$ cat config.mk
export PLATFORM = sky130hd
export DESIGN_NAME = preif_top
export DESIGN_NICKNAME = d
export VERILOG_FILES = /design/src/rtl/preif_pkg.sv /design/src/rtl/fetch_req_gen.sv /design/src/rtl/itlb_buffer.sv /design/src/rtl/pc_gen.sv /design/src/rtl/preif_top.sv
export SDC_FILE = /design/constraint.sdc
export NUM_CORES = 1
export LEC_CHECK = 0
export ABC_AREA = 1
export CELL_PAD_IN_SITES_DETAIL_PLACEMENT = 1
export CELL_PAD_IN_SITES_GLOBAL_PLACEMENT = 1
export CORE_UTILIZATION = 27
export CTS_CLUSTER_SIZE = 28
export DETAILED_ROUTE_END_ITERATION = 10
export DONT_BUFFER_PORTS = 1
export PLACE_DENSITY = 0.58
export SYNTH_ARGS = -nofsm -noshare
export SYNTH_HDL_FRONTEND = slang
export SYNTH_SLANG_ARGS = --single-unit
$ cat constraint.sdc
create_clock -name clk -period 2.7 [get_ports clk]
set_clock_uncertainty 0.1 [all_clocks]
set_input_delay 0.135 -clock clk [delete_from_list [all_inputs] [get_ports clk]]
set_output_delay 0.135 -clock clk [all_outputs]
set_load 0.02 [all_outputs]
$ cat src/rtl/preif_pkg.sv
// address, VPN, PFN and exception-vector types with segment and exception constants
package preif_pkg;

    typedef logic [31:0] vaddr_t;      // virtual address
    typedef logic [31:0] paddr_t;      // physical address
    typedef logic [18:0] vpn2_t;       // va[31:13], one even/odd page pair
    typedef logic [19:0] pfn_t;
    typedef logic [2:0]  cache_attr_t; // MIPS C field
    typedef logic [18:0] except_vec_t; // one-hot, as used by the pipeline

    // C field value for cacheable noncoherent
    localparam cache_attr_t C_CACHEABLE = 3'd3;

    localparam int FETCH_TLB_REFILL_BIT  = 8;
    localparam int FETCH_TLB_INVALID_BIT = 7;

    // va[31:29] of the unmapped kernel segments
    localparam logic [2:0] KSEG0_TOP = 3'b100;
    localparam logic [2:0] KSEG1_TOP = 3'b101;

    typedef enum logic [1:0] {
        FAULT_NONE,
        FAULT_REFILL,   // no matching joint TLB entry
        FAULT_INVALID   // entry found but V low
    } tlb_fault_t;

    // exception unit entry select, encoding order gives the pick order
    typedef enum logic [1:0] {
        ENTRY_NONE,
        ENTRY_ERET,
        ENTRY_EXCEPTION,
        ENTRY_REFETCH
    } entry_sel_t;

    typedef enum logic {
        BUF_EMPTY,
        BUF_FILLED
    } buf_state_t;

endpackage

$ cat src/rtl/fetch_req_gen.sv
// instruction-cache request fields, request valid and fetch exception vector
`timescale 1ns/1ps

module fetch_req_gen (
    input  preif_pkg::vaddr_t      pc,
    input  preif_pkg::vaddr_t      mem_alu_out,
    input  preif_pkg::paddr_t      paddr,
    input  logic                   cached,
    input  logic                   hit,
    input  logic                   fetch_enable,
    input  logic                   mem_icache_op,
    input  preif_pkg::tlb_fault_t  fault,
    output logic [19:0]            ireq_tag,
    output logic [11:0]            ireq_index_offset,
    output logic                   ireq_cached,
    output logic                   ireq_valid,
    output preif_pkg::except_vec_t fetch_except
);

    logic word_aligned;
    logic no_fault;

    assign word_aligned = (pc[1:0] == 2'b00);
    assign no_fault     = (fault == preif_pkg::FAULT_NONE);

    assign ireq_tag    = paddr[31:12];
    assign ireq_cached = cached;

    // cache op in MEM takes the index port for its maintenance address
    assign ireq_index_offset = mem_icache_op ? mem_alu_out[11:0] : pc[11:0];

    assign ireq_valid = fetch_enable && hit && no_fault && word_aligned && !mem_icache_op;

    always_comb begin
        fetch_except = '0;
        case (fault)
            preif_pkg::FAULT_REFILL:  fetch_except[preif_pkg::FETCH_TLB_REFILL_BIT] = 1'b1;
            preif_pkg::FAULT_INVALID: fetch_except[preif_pkg::FETCH_TLB_INVALID_BIT] = 1'b1;
            default:                  fetch_except = '0;
        endcase
    end

endmodule

$ cat src/rtl/itlb_buffer.sv
// one-entry instruction TLB buffer with refill, flush, segment decode and fault detection
`timescale 1ns/1ps

module itlb_buffer (
    input  logic                   clk,
    input  logic                   reset,
    input  logic                   tlb_flush,
    input  preif_pkg::vaddr_t      pc,
    input  logic                   tlb_found,
    input  preif_pkg::pfn_t        tlb_pfn0,
    input  preif_pkg::cache_attr_t tlb_c0,
    input  logic                   tlb_v0,
    input  preif_pkg::pfn_t        tlb_pfn1,
    input  preif_pkg::cache_attr_t tlb_c1,
    input  logic                   tlb_v1,
    input  preif_pkg::cache_attr_t config_k0,
    output preif_pkg::vpn2_t       lookup_vpn2,
    output preif_pkg::paddr_t      paddr,
    output logic                   cached,
    output logic                   hit,
    output logic                   tlb_stall,
    output preif_pkg::tlb_fault_t  fault
);

    preif_pkg::buf_state_t  state;

    // buffered copy of the last joint TLB answer
    preif_pkg::vpn2_t       buf_vpn2;
    logic                   buf_found;
    preif_pkg::pfn_t        buf_pfn0;
    preif_pkg::cache_attr_t buf_c0;
    logic                   buf_v0;
    preif_pkg::pfn_t        buf_pfn1;
    preif_pkg::cache_attr_t buf_c1;
    logic                   buf_v1;

    logic                   in_kseg0;
    logic                   in_kseg1;
    logic                   unmapped;
    logic                   buf_match;
    preif_pkg::pfn_t        sel_pfn;
    preif_pkg::cache_attr_t sel_c;
    logic                   sel_v;

    assign in_kseg0  = (pc[31:29] == preif_pkg::KSEG0_TOP);
    assign in_kseg1  = (pc[31:29] == preif_pkg::KSEG1_TOP);
    assign unmapped  = in_kseg0 | in_kseg1;
    assign buf_match = (state == preif_pkg::BUF_FILLED) && (buf_vpn2 == pc[31:13]);

    assign lookup_vpn2 = pc[31:13];
    assign tlb_stall   = ~unmapped & ~buf_match;   // wait one cycle for the refill
    assign hit         = unmapped | buf_match;

    // pc[12] picks the odd page of the pair
    assign sel_pfn = pc[12] ? buf_pfn1 : buf_pfn0;
    assign sel_c   = pc[12] ? buf_c1 : buf_c0;
    assign sel_v   = pc[12] ? buf_v1 : buf_v0;

    always_comb begin
        fault = preif_pkg::FAULT_NONE;
        if (unmapped) begin
            paddr  = {3'b000, pc[28:0]};
            cached = in_kseg0 && (config_k0 == preif_pkg::C_CACHEABLE);   // kseg1 never
        end else begin
            paddr  = {sel_pfn, pc[11:0]};
            cached = (sel_c == preif_pkg::C_CACHEABLE);
            if (buf_match) begin
                if (!buf_found) begin
                    fault = preif_pkg::FAULT_REFILL;
                end else if (!sel_v) begin
                    fault = preif_pkg::FAULT_INVALID;
                end
            end
        end
    end

    always_ff @(posedge clk) begin
        if (reset) begin
            state <= preif_pkg::BUF_EMPTY;
        end else if (tlb_flush) begin
            state <= preif_pkg::BUF_EMPTY;   // flush wins over a pending refill
        end else if (tlb_stall) begin
            state <= preif_pkg::BUF_FILLED;
        end
    end

    // refill payload, captured on every miss cycle
    always_ff @(posedge clk) begin
        if (tlb_stall) begin
            buf_vpn2  <= pc[31:13];
            buf_found <= tlb_found;
            buf_pfn0  <= tlb_pfn0;
            buf_c0    <= tlb_c0;
            buf_v0    <= tlb_v0;
            buf_pfn1  <= tlb_pfn1;
            buf_c1    <= tlb_c1;
            buf_v1    <= tlb_v1;
        end
    end

endmodule

$ cat src/rtl/pc_gen.sv
// program counter register and prioritized next-PC selection
`timescale 1ns/1ps

module pc_gen #(
    parameter preif_pkg::vaddr_t RESET_PC = 32'hbfc0_0000
) (
    input  logic                  clk,
    input  logic                  reset,
    input  logic                  pc_wr,
    input  preif_pkg::entry_sel_t entry_sel,
    input  preif_pkg::vaddr_t     epc,
    input  preif_pkg::vaddr_t     exception_vector,
    input  preif_pkg::vaddr_t     refetch_pc,
    input  logic                  prediction_failed,
    input  preif_pkg::vaddr_t     correction_vector,
    input  logic                  bpu_valid,
    input  preif_pkg::vaddr_t     bpu_target,
    output preif_pkg::vaddr_t     pc
);

    preif_pkg::vaddr_t next_pc;
    preif_pkg::vaddr_t pc_plus4;

    assign pc_plus4 = pc + 32'd4;

    // exception unit first, then the EXE correction, then the predictor
    always_comb begin
        next_pc = pc_plus4;
        if (entry_sel != preif_pkg::ENTRY_NONE) begin
            case (entry_sel)
                preif_pkg::ENTRY_ERET:      next_pc = epc;
                preif_pkg::ENTRY_EXCEPTION: next_pc = exception_vector;
                default:                    next_pc = refetch_pc;
            endcase
        end else if (prediction_failed) begin
            next_pc = correction_vector;   // mispredict fix from EXE
        end else if (bpu_valid) begin
            next_pc = bpu_target;
        end
    end

    // holds while the hazard unit keeps pc_wr low
    always_ff @(posedge clk) begin
        if (reset) begin
            pc <= RESET_PC;
        end else if (pc_wr) begin
            pc <= next_pc;
        end
    end

endmodule

$ cat src/rtl/preif_top.sv
// pre-IF stage top level with PC generation, instruction TLB buffer and fetch request
`timescale 1ns/1ps

module preif_top #(
    parameter preif_pkg::vaddr_t RESET_PC = 32'hbfc0_0000
) (
    input  logic                   clk,
    input  logic                   reset,
    input  logic                   pc_wr,
    input  preif_pkg::entry_sel_t  entry_sel,
    input  preif_pkg::vaddr_t      epc,
    input  preif_pkg::vaddr_t      exception_vector,
    input  preif_pkg::vaddr_t      refetch_pc,
    input  logic                   prediction_failed,
    input  preif_pkg::vaddr_t      correction_vector,
    input  logic                   bpu_valid,
    input  preif_pkg::vaddr_t      bpu_target,
    input  logic                   tlb_flush,
    input  logic                   tlb_found,
    input  preif_pkg::pfn_t        tlb_pfn0,
    input  preif_pkg::cache_attr_t tlb_c0,
    input  logic                   tlb_v0,
    input  preif_pkg::pfn_t        tlb_pfn1,
    input  preif_pkg::cache_attr_t tlb_c1,
    input  logic                   tlb_v1,
    input  preif_pkg::cache_attr_t config_k0,
    input  logic                   fetch_enable,
    input  logic                   mem_icache_op,
    input  preif_pkg::vaddr_t      mem_alu_out,
    output preif_pkg::vaddr_t      pc,
    output preif_pkg::vpn2_t       lookup_vpn2,
    output logic                   tlb_stall,
    output logic [19:0]            ireq_tag,
    output logic [11:0]            ireq_index_offset,
    output logic                   ireq_cached,
    output logic                   ireq_valid,
    output preif_pkg::except_vec_t fetch_except
);

    preif_pkg::paddr_t     paddr;
    logic                  cached;
    logic                  hit;
    preif_pkg::tlb_fault_t fault;

    pc_gen #(
        .RESET_PC          (RESET_PC)
    ) i_pc_gen (
        .clk               (clk),
        .reset             (reset),
        .pc_wr             (pc_wr),
        .entry_sel         (entry_sel),
        .epc               (epc),
        .exception_vector  (exception_vector),
        .refetch_pc        (refetch_pc),
        .prediction_failed (prediction_failed),
        .correction_vector (correction_vector),
        .bpu_valid         (bpu_valid),
        .bpu_target        (bpu_target),
        .pc                (pc)
    );

    // lookup_vpn2 goes out to the joint TLB, answer comes back same cycle
    itlb_buffer i_itlb_buffer (
        .clk               (clk),
        .reset             (reset),
        .tlb_flush         (tlb_flush),
        .pc                (pc),
        .tlb_found         (tlb_found),
        .tlb_pfn0          (tlb_pfn0),
        .tlb_c0            (tlb_c0),
        .tlb_v0            (tlb_v0),
        .tlb_pfn1          (tlb_pfn1),
        .tlb_c1            (tlb_c1),
        .tlb_v1            (tlb_v1),
        .config_k0         (config_k0),
        .lookup_vpn2       (lookup_vpn2),
        .paddr             (paddr),
        .cached            (cached),
        .hit               (hit),
        .tlb_stall         (tlb_stall),
        .fault             (fault)
    );

    fetch_req_gen i_fetch_req_gen (
        .pc                (pc),
        .mem_alu_out       (mem_alu_out),
        .paddr             (paddr),
        .cached            (cached),
        .hit               (hit),
        .fetch_enable      (fetch_enable),
        .mem_icache_op     (mem_icache_op),
        .fault             (fault),
        .ireq_tag          (ireq_tag),
        .ireq_index_offset (ireq_index_offset),
        .ireq_cached       (ireq_cached),
        .ireq_valid        (ireq_valid),
        .fetch_except      (fetch_except)
    );

endmodule

After elaboration in Yosys (flattened, before gate mapping)
Cells that the tools add are included.
{"block": "word_totals", "ff_bits": 101, "in_bits": 254, "out_inout_bits": 105, "elab_cells": 52}
{"block": "op_classes", "n_addsub": 1, "n_eq_ne": 9, "mux": 16, "bitwise": 5, "n_reduce_logical": 11}
{"cell": "32-bit 2-to-1 mux", "n": 4}
{"cell": "32-bit case mux with 2 select lines", "n": 1}
{"cell": "32-bit by 3-bit adder with 32-bit output (second input constant)", "n": 1}
{"cell": "20-bit 2-to-1 mux", "n": 1}
{"cell": "19-bit equality test", "n": 1}
{"cell": "12-bit 2-to-1 mux", "n": 1}
{"cell": "2-bit 2-to-1 mux", "n": 4}
{"cell": "3-bit by 2-bit equality test with 1-bit output (second input constant)", "n": 2}
{"cell": "3-bit equality test (second input constant)", "n": 2}
{"cell": "1-bit logical AND", "n": 6}
{"cell": "2-bit by 1-bit equality test with 1-bit output (second input constant)", "n": 2}
{"cell": "2-bit equality test (second input constant)", "n": 2}
{"cell": "2-bit zero test", "n": 2}
{"cell": "1-bit 2-to-1 mux", "n": 4}
{"cell": "3-bit 2-to-1 mux", "n": 1}
{"cell": "1-bit NOT", "n": 2}
{"cell": "1-bit OR", "n": 2}
{"cell": "2-bit nonzero test", "n": 1}
{"cell": "2-bit OR reduction", "n": 1}
{"cell": "1-bit AND", "n": 1}
{"cell": "1-bit zero test", "n": 1}

Longest topological paths before layout
{"block": "depth", "ltp_word": 9, "depth_mapped": 13, "depth_no_buf": 12}

Cells and area by module
From an unflattened synthesis, not the netlist that was laid out.
{"block": "unflattened", "hier_cells": 983, "area_unflattened_um2": 7135.6}
{"mod": "pc_gen", "instances": 1, "cells_each": 568, "area_each_um2": 3344.5, "seq_area_each_um2": 640.6}
{"mod": "itlb_buffer", "instances": 1, "cells_each": 329, "area_each_um2": 3294.4, "seq_area_each_um2": 2062.0}
{"mod": "fetch_req_gen", "instances": 1, "cells_each": 86, "area_each_um2": 496.7, "seq_area_each_um2": 0.0}

Least setup slack after synthesis
No wires, ideal clock.
{"block": "synth_path", "kind": "register to register", "from": "reg i_pc_gen.pc[19]", "to": "reg i_itlb_buffer.buf_c0[0] (enable)", "setup_ns": 0.428, "arrival_time_ns": 2.699, "required_ns": 2.172, "slack_ns": -0.527, "stages_incl_launch_ff": 10, "n_path_buf": 0, "synth_period_minus_slack_ns": 3.227, "path_cell_list": "dfxtp_1 inv_1 or2_2 nand2_1 nor2_1 nand2_1 nor2_1 nand3_1 nand2_1 inv_1"}
{"block": "synth_via", "elab_chain_cells": 4}
{"element": "from (decl)", "line_no": "pc_gen.sv:18", "text": "output preif_pkg::vaddr_t pc"}
{"element": "from (signal assigned)", "line_no": "pc_gen.sv:47", "text": "pc <= next_pc;"}
{"element": "19-bit equality test", "line_no": "itlb_buffer.sv:48", "text": "assign buf_match = (state == preif_pkg::BUF_FILLED) && (buf_vpn2 == pc[31:13]);"}
{"element": "1-bit logical AND", "line_no": "itlb_buffer.sv:48"}
{"element": "1-bit NOT", "line_no": "itlb_buffer.sv:51", "text": "assign tlb_stall = ~unmapped & ~buf_match;"}
{"element": "1-bit AND", "line_no": "itlb_buffer.sv:51"}
{"element": "via tlb_stall", "line_no": "preif_top.sv:32", "text": "output logic tlb_stall,"}
{"element": "to (signal assigned)", "line_no": "itlb_buffer.sv:93", "text": "buf_c0 <= tlb_c0;"}
{"element": "to (decl)", "line_no": "itlb_buffer.sv:31", "text": "preif_pkg::cache_attr_t buf_c0;"}
The timed path passes the listed nets, and every way through them passes these cells.
A chain may end at the register's enable or synchronous reset.

Worst setup path in the final report
{"block": "layout_path", "from": "reg i_pc_gen.pc[30]", "to": "out ireq_cached"}
{"block": "layout_via", "elab_chain_cells": 3, "word_cells_on_any_way": 5, "classes_between": "eq/ne (2); mux (1); bitwise (1); reduce/logical (1)"}
{"element": "3-bit equality test, on equally long branches", "line_no": "itlb_buffer.sv:45, itlb_buffer.sv:46"}
{"element": "1-bit OR / 1-bit logical AND (equally long branches)", "line_no": "itlb_buffer.sv:47, itlb_buffer.sv:63"}
{"element": "1-bit 2-to-1 mux (*)", "line_no": "itlb_buffer.sv:61", "text": "if (unmapped) begin"}
{"element": "to (decl)", "line_no": "preif_top.sv:35", "text": "output logic ireq_cached,"}
Every way passes the cells marked *; elsewhere a longest branch is shown, timed or not.

==> flow_summary_export.csv <==
group,metric,value,unit
sta,final.setup.tns,0,ps
critical_path,cp_slowest_cell,"dfxtp_1",
drt,drt_wl_total,27600,um
power,power_frac_comb,0.280,
yosys,ys_top_cells_by_count,"nand2_1, nor2_1, o21ai_0",
critical_path,path_delay_family,"buffers and inverters",
power,p_per_area,537,nW/um^2
final_layout,syn_to_final_growth,25.4,%
cts,cts-root-buf,"clkbuf_16",
yosys,synthesis.area,6750,um^2
worst_hold_path,hp-class,"in -> reg",
grt,grt_pass1_vias,7000,
cts,cts_tree,"yes",
yosys,synth.top_cell.area_share,0.303,
sta,fin_ws,164,ps
sta,max_freq,0.394,GHz
cts,cts_sinks,101,
final_layout,regArea,2730,um^2
grt,antenna_found_initial,1,
die,fp.coreArea,24400,um^2
yosys,yosysTopAreaCell,"edfxtp_1",
die,die_w,160,um
drt,vias,6731,
yosys,ys_seq_elements,101,
yosys,avgSynthCellArea,7.67,um^2
yosys,ys_top_cells_by_area,"edfxtp_1, nand2_1, dfxtp_1",
power,seqPwrFrac,0.425,
sta,report.final.slew_viol_count,0,
cts,clk_pin_slew,80,ps
place,routabilityCongestion,0.863,
drt,drtAntennaViolNets,0,
sta,finalSetupViolCount,0,
die,io_pins,359,
run_status,status,"completed",
grt,grt_overflow,0,
cts,clk_path_buf_depth,2,
yosys,synth_warnings,0,
critical_path,path_max_fanout,38,
drt,wire_per_inst,21.2,um
grt,grt_max_degree,52,
drt,drt_iter0_markers,449,
critical_path,max_stage_delay,420,ps
cts,postCtsSetupRepairBufs,0,
final_layout,fillers,2975,
yosys,synth_cell_types,45,
cts,cts_max_level,3,
critical_path,reg2reg_slack,170,ps
power,p_int,2.94,mW
drt,drt-vias-per-instance,5.15,
cts,cts_made_buffers,9,
sta,grt_setup_unrepaired,"no",
grt,grt_usage,0.213,
critical_path,crit_path_start_kind,"register",
cts,worstSkewPairLatency,360,ps
final_layout,multi_input_area,3370,um^2
yosys,synth-async-reset-ratio,0,
sta,hold_violations,0,
final_layout,layout-drive-gt1-share,0.150,
power,p_sw,1.60,mW
sta,relSlewSlack,0.434,
die,rows,57,
power,max-vdd-ir-drop,0.000277,V
yosys,ys_seq_area_frac,0.401,
critical_path,path_buf_inv,4,
yosys,netlist_instances,880,
place,dp_hpwl,21400,um
critical_path,worstSetupEndpointType,"output port",
final_layout,nets,1234,
critical_path,crit_chain,"buf_4, nor2_2, inv_1, buf_4, o41ai_1, buf_4",
drt,first_pass_iters,4,
die,start_util,0.277,
critical_path,cp.required,2470,ps
yosys,post-synth-top-count-cell,"nand2_1",
die,die_h,160,um
power,p_clk_frac,0.295,
grt,grt_first_pass_wirelength,41300,um
sta,period_share,0.939,
sta,worst_slew_pin_slew,847,ps
sta,min_period,2540,ps
yosys,synth_ff_type,"edfxtp_1",
yosys,synth-edff-count,68,
place,portBuffers,0,
flow_run,maxCapViolCount,0,
die,die_area,25600,um^2
critical_path,crit_path_frequent_cell,"buf_4",
drt,drc_errors,0,
place,place_ws,501,ps
critical_path,critPathArrivalTime,2300,ps
critical_path,critical_path_class,"reg -> out",
power,power.leakage,3.27,nW
power,switching_share,0.353,
==> metrics by stage <==
step	area [um^2]	hold WS (ps)	instances	total power, mW	util
after floorplan	6830	134	896	2.76	-
after global placement	7230	134	1199	3.09	0.296
after detailed placement	7230	134	1199	3.11	0.296
after CTS	8440	5.01	1305	4.60	0.346
after global routing	8460	31.7	1305	4.77	0.347
final	8460	8.28	1306	4.54	0.347
==> registers in the layout (all words and copies together), names as in the netlist <==
name                     cells
i_itlb_buffer.buf_c0         3
i_itlb_buffer.buf_c1         3
i_itlb_buffer.buf_found      1
i_itlb_buffer.buf_pfn0      20
i_itlb_buffer.buf_pfn1      20
i_itlb_buffer.buf_v0         1
i_itlb_buffer.buf_v1         1
i_itlb_buffer.buf_vpn2      19
i_itlb_buffer.state          1
i_pc_gen.pc                 32
==> layer usage <==
layer	part of all wire	wire, um	track usage	vias to the layer above
li1	-	-	-	3217
met1	0.41	11300	0.250	3248
met2	0.51	14100	0.381	230
met3	0.054	1490	0.0434	36
met4	0.027	743	0.0784	0
met5	0	0	0	-
==> kinds of logic (layout without fill, tap and decap cells) <==
logic type / count (synthesis) / in the layout / synth area share
AND/OR/NAND/NOR: 384 / 384 / 0.239
AO/OA/AOI/OAI: 219 / 219 / 0.219
buffers and inverters: 155 / 240 / 0.111
flip-flops: 101 / 101 / 0.401
XOR/XNOR: 11 / 11 / 0.0143
multiplexers: 5 / 5 / 0.00835
adder cells (fa/ha/maj): 4 / 4 / 0.00742
other: 1 / 18 / 0.000556
==> power groups by stage <==
stage	sequential (mW)	combinational, mW	clock, mW
3_5_place_dp	1.97	1.15	0
6_report	1.93	1.27	1.34
3_3_place_gp	1.96	1.13	0
4_1_cts	1.93	1.28	1.39
5_1_grt	1.95	1.39	1.43
2_1_floorplan	2.00	0.765	0
==> path summary, 6_finish.rpt <==
path / from / endpoint / depth (start not counted)
setup / recovery: i_pc_gen.pc[30] / ireq_cached / 6
hold / removal: refetch_pc[31] / i_pc_gen.pc[31] / 4
setup reg to reg: i_pc_gen.pc[16] / i_pc_gen.pc[26] / 12
hold reg to reg: i_pc_gen.pc[24] / i_itlb_buffer.buf_vpn2[11] / 0
==> layout make-up <==
type | instances | share of cell area
Clock inverter | 7 | 0.00843
Inverter | 70 | 0.0315
Multi-Input combinational cell | 640 | 0.398
Antenna cell | 1 | 0.000296
Tap cell | 324 | 0.0479
Clock buffer | 9 | 0.0266
Timing Repair Buffer | 154 | 0.165
Sequential cell | 101 | 0.322
==> repair_timing <==
action,CTS,global route
endpoints found under the hold margin,82,0
resized for setup,0,5
endpoints found under the setup margin,0,3
hold buffers,90,0
==> worst register-to-register path: stages, from the launching register on <==
cell,delay [ps]
dfxtp_2,470
buf_4,240
nand2_1,120
inv_1,80
nand2_1,70
nor2_1,360
nand4_1,150
nand3_1,100
nand2_1,60
nand2_1,50
nand2_1,50
dlygate4sd3_1,570
nand2_1,60
==> cells in the final DEF (no fill, tap or decap), types with 12 or more instances in the layout <==
| cell | count |
|---|---|
| o221a_2 | 20 |
| nand3_1 | 48 |
| o21ai_0 | 71 |
| buf_4 | 63 |
| conb_1 | 17 |
| a21oi_1 | 29 |
| o22ai_1 | 16 |
| dfxtp_2 | 20 |
| nand2_1 | 196 |
| a31oi_1 | 14 |
| dlygate4sd3_1 | 89 |
| inv_1 | 68 |
| dfxtp_1 | 13 |
| a221oi_1 | 12 |
| edfxtp_1 | 68 |
| nor2_1 | 105 |
| o211ai_1 | 21 |
No activity file was read; power rests on OpenSTA's default activity.
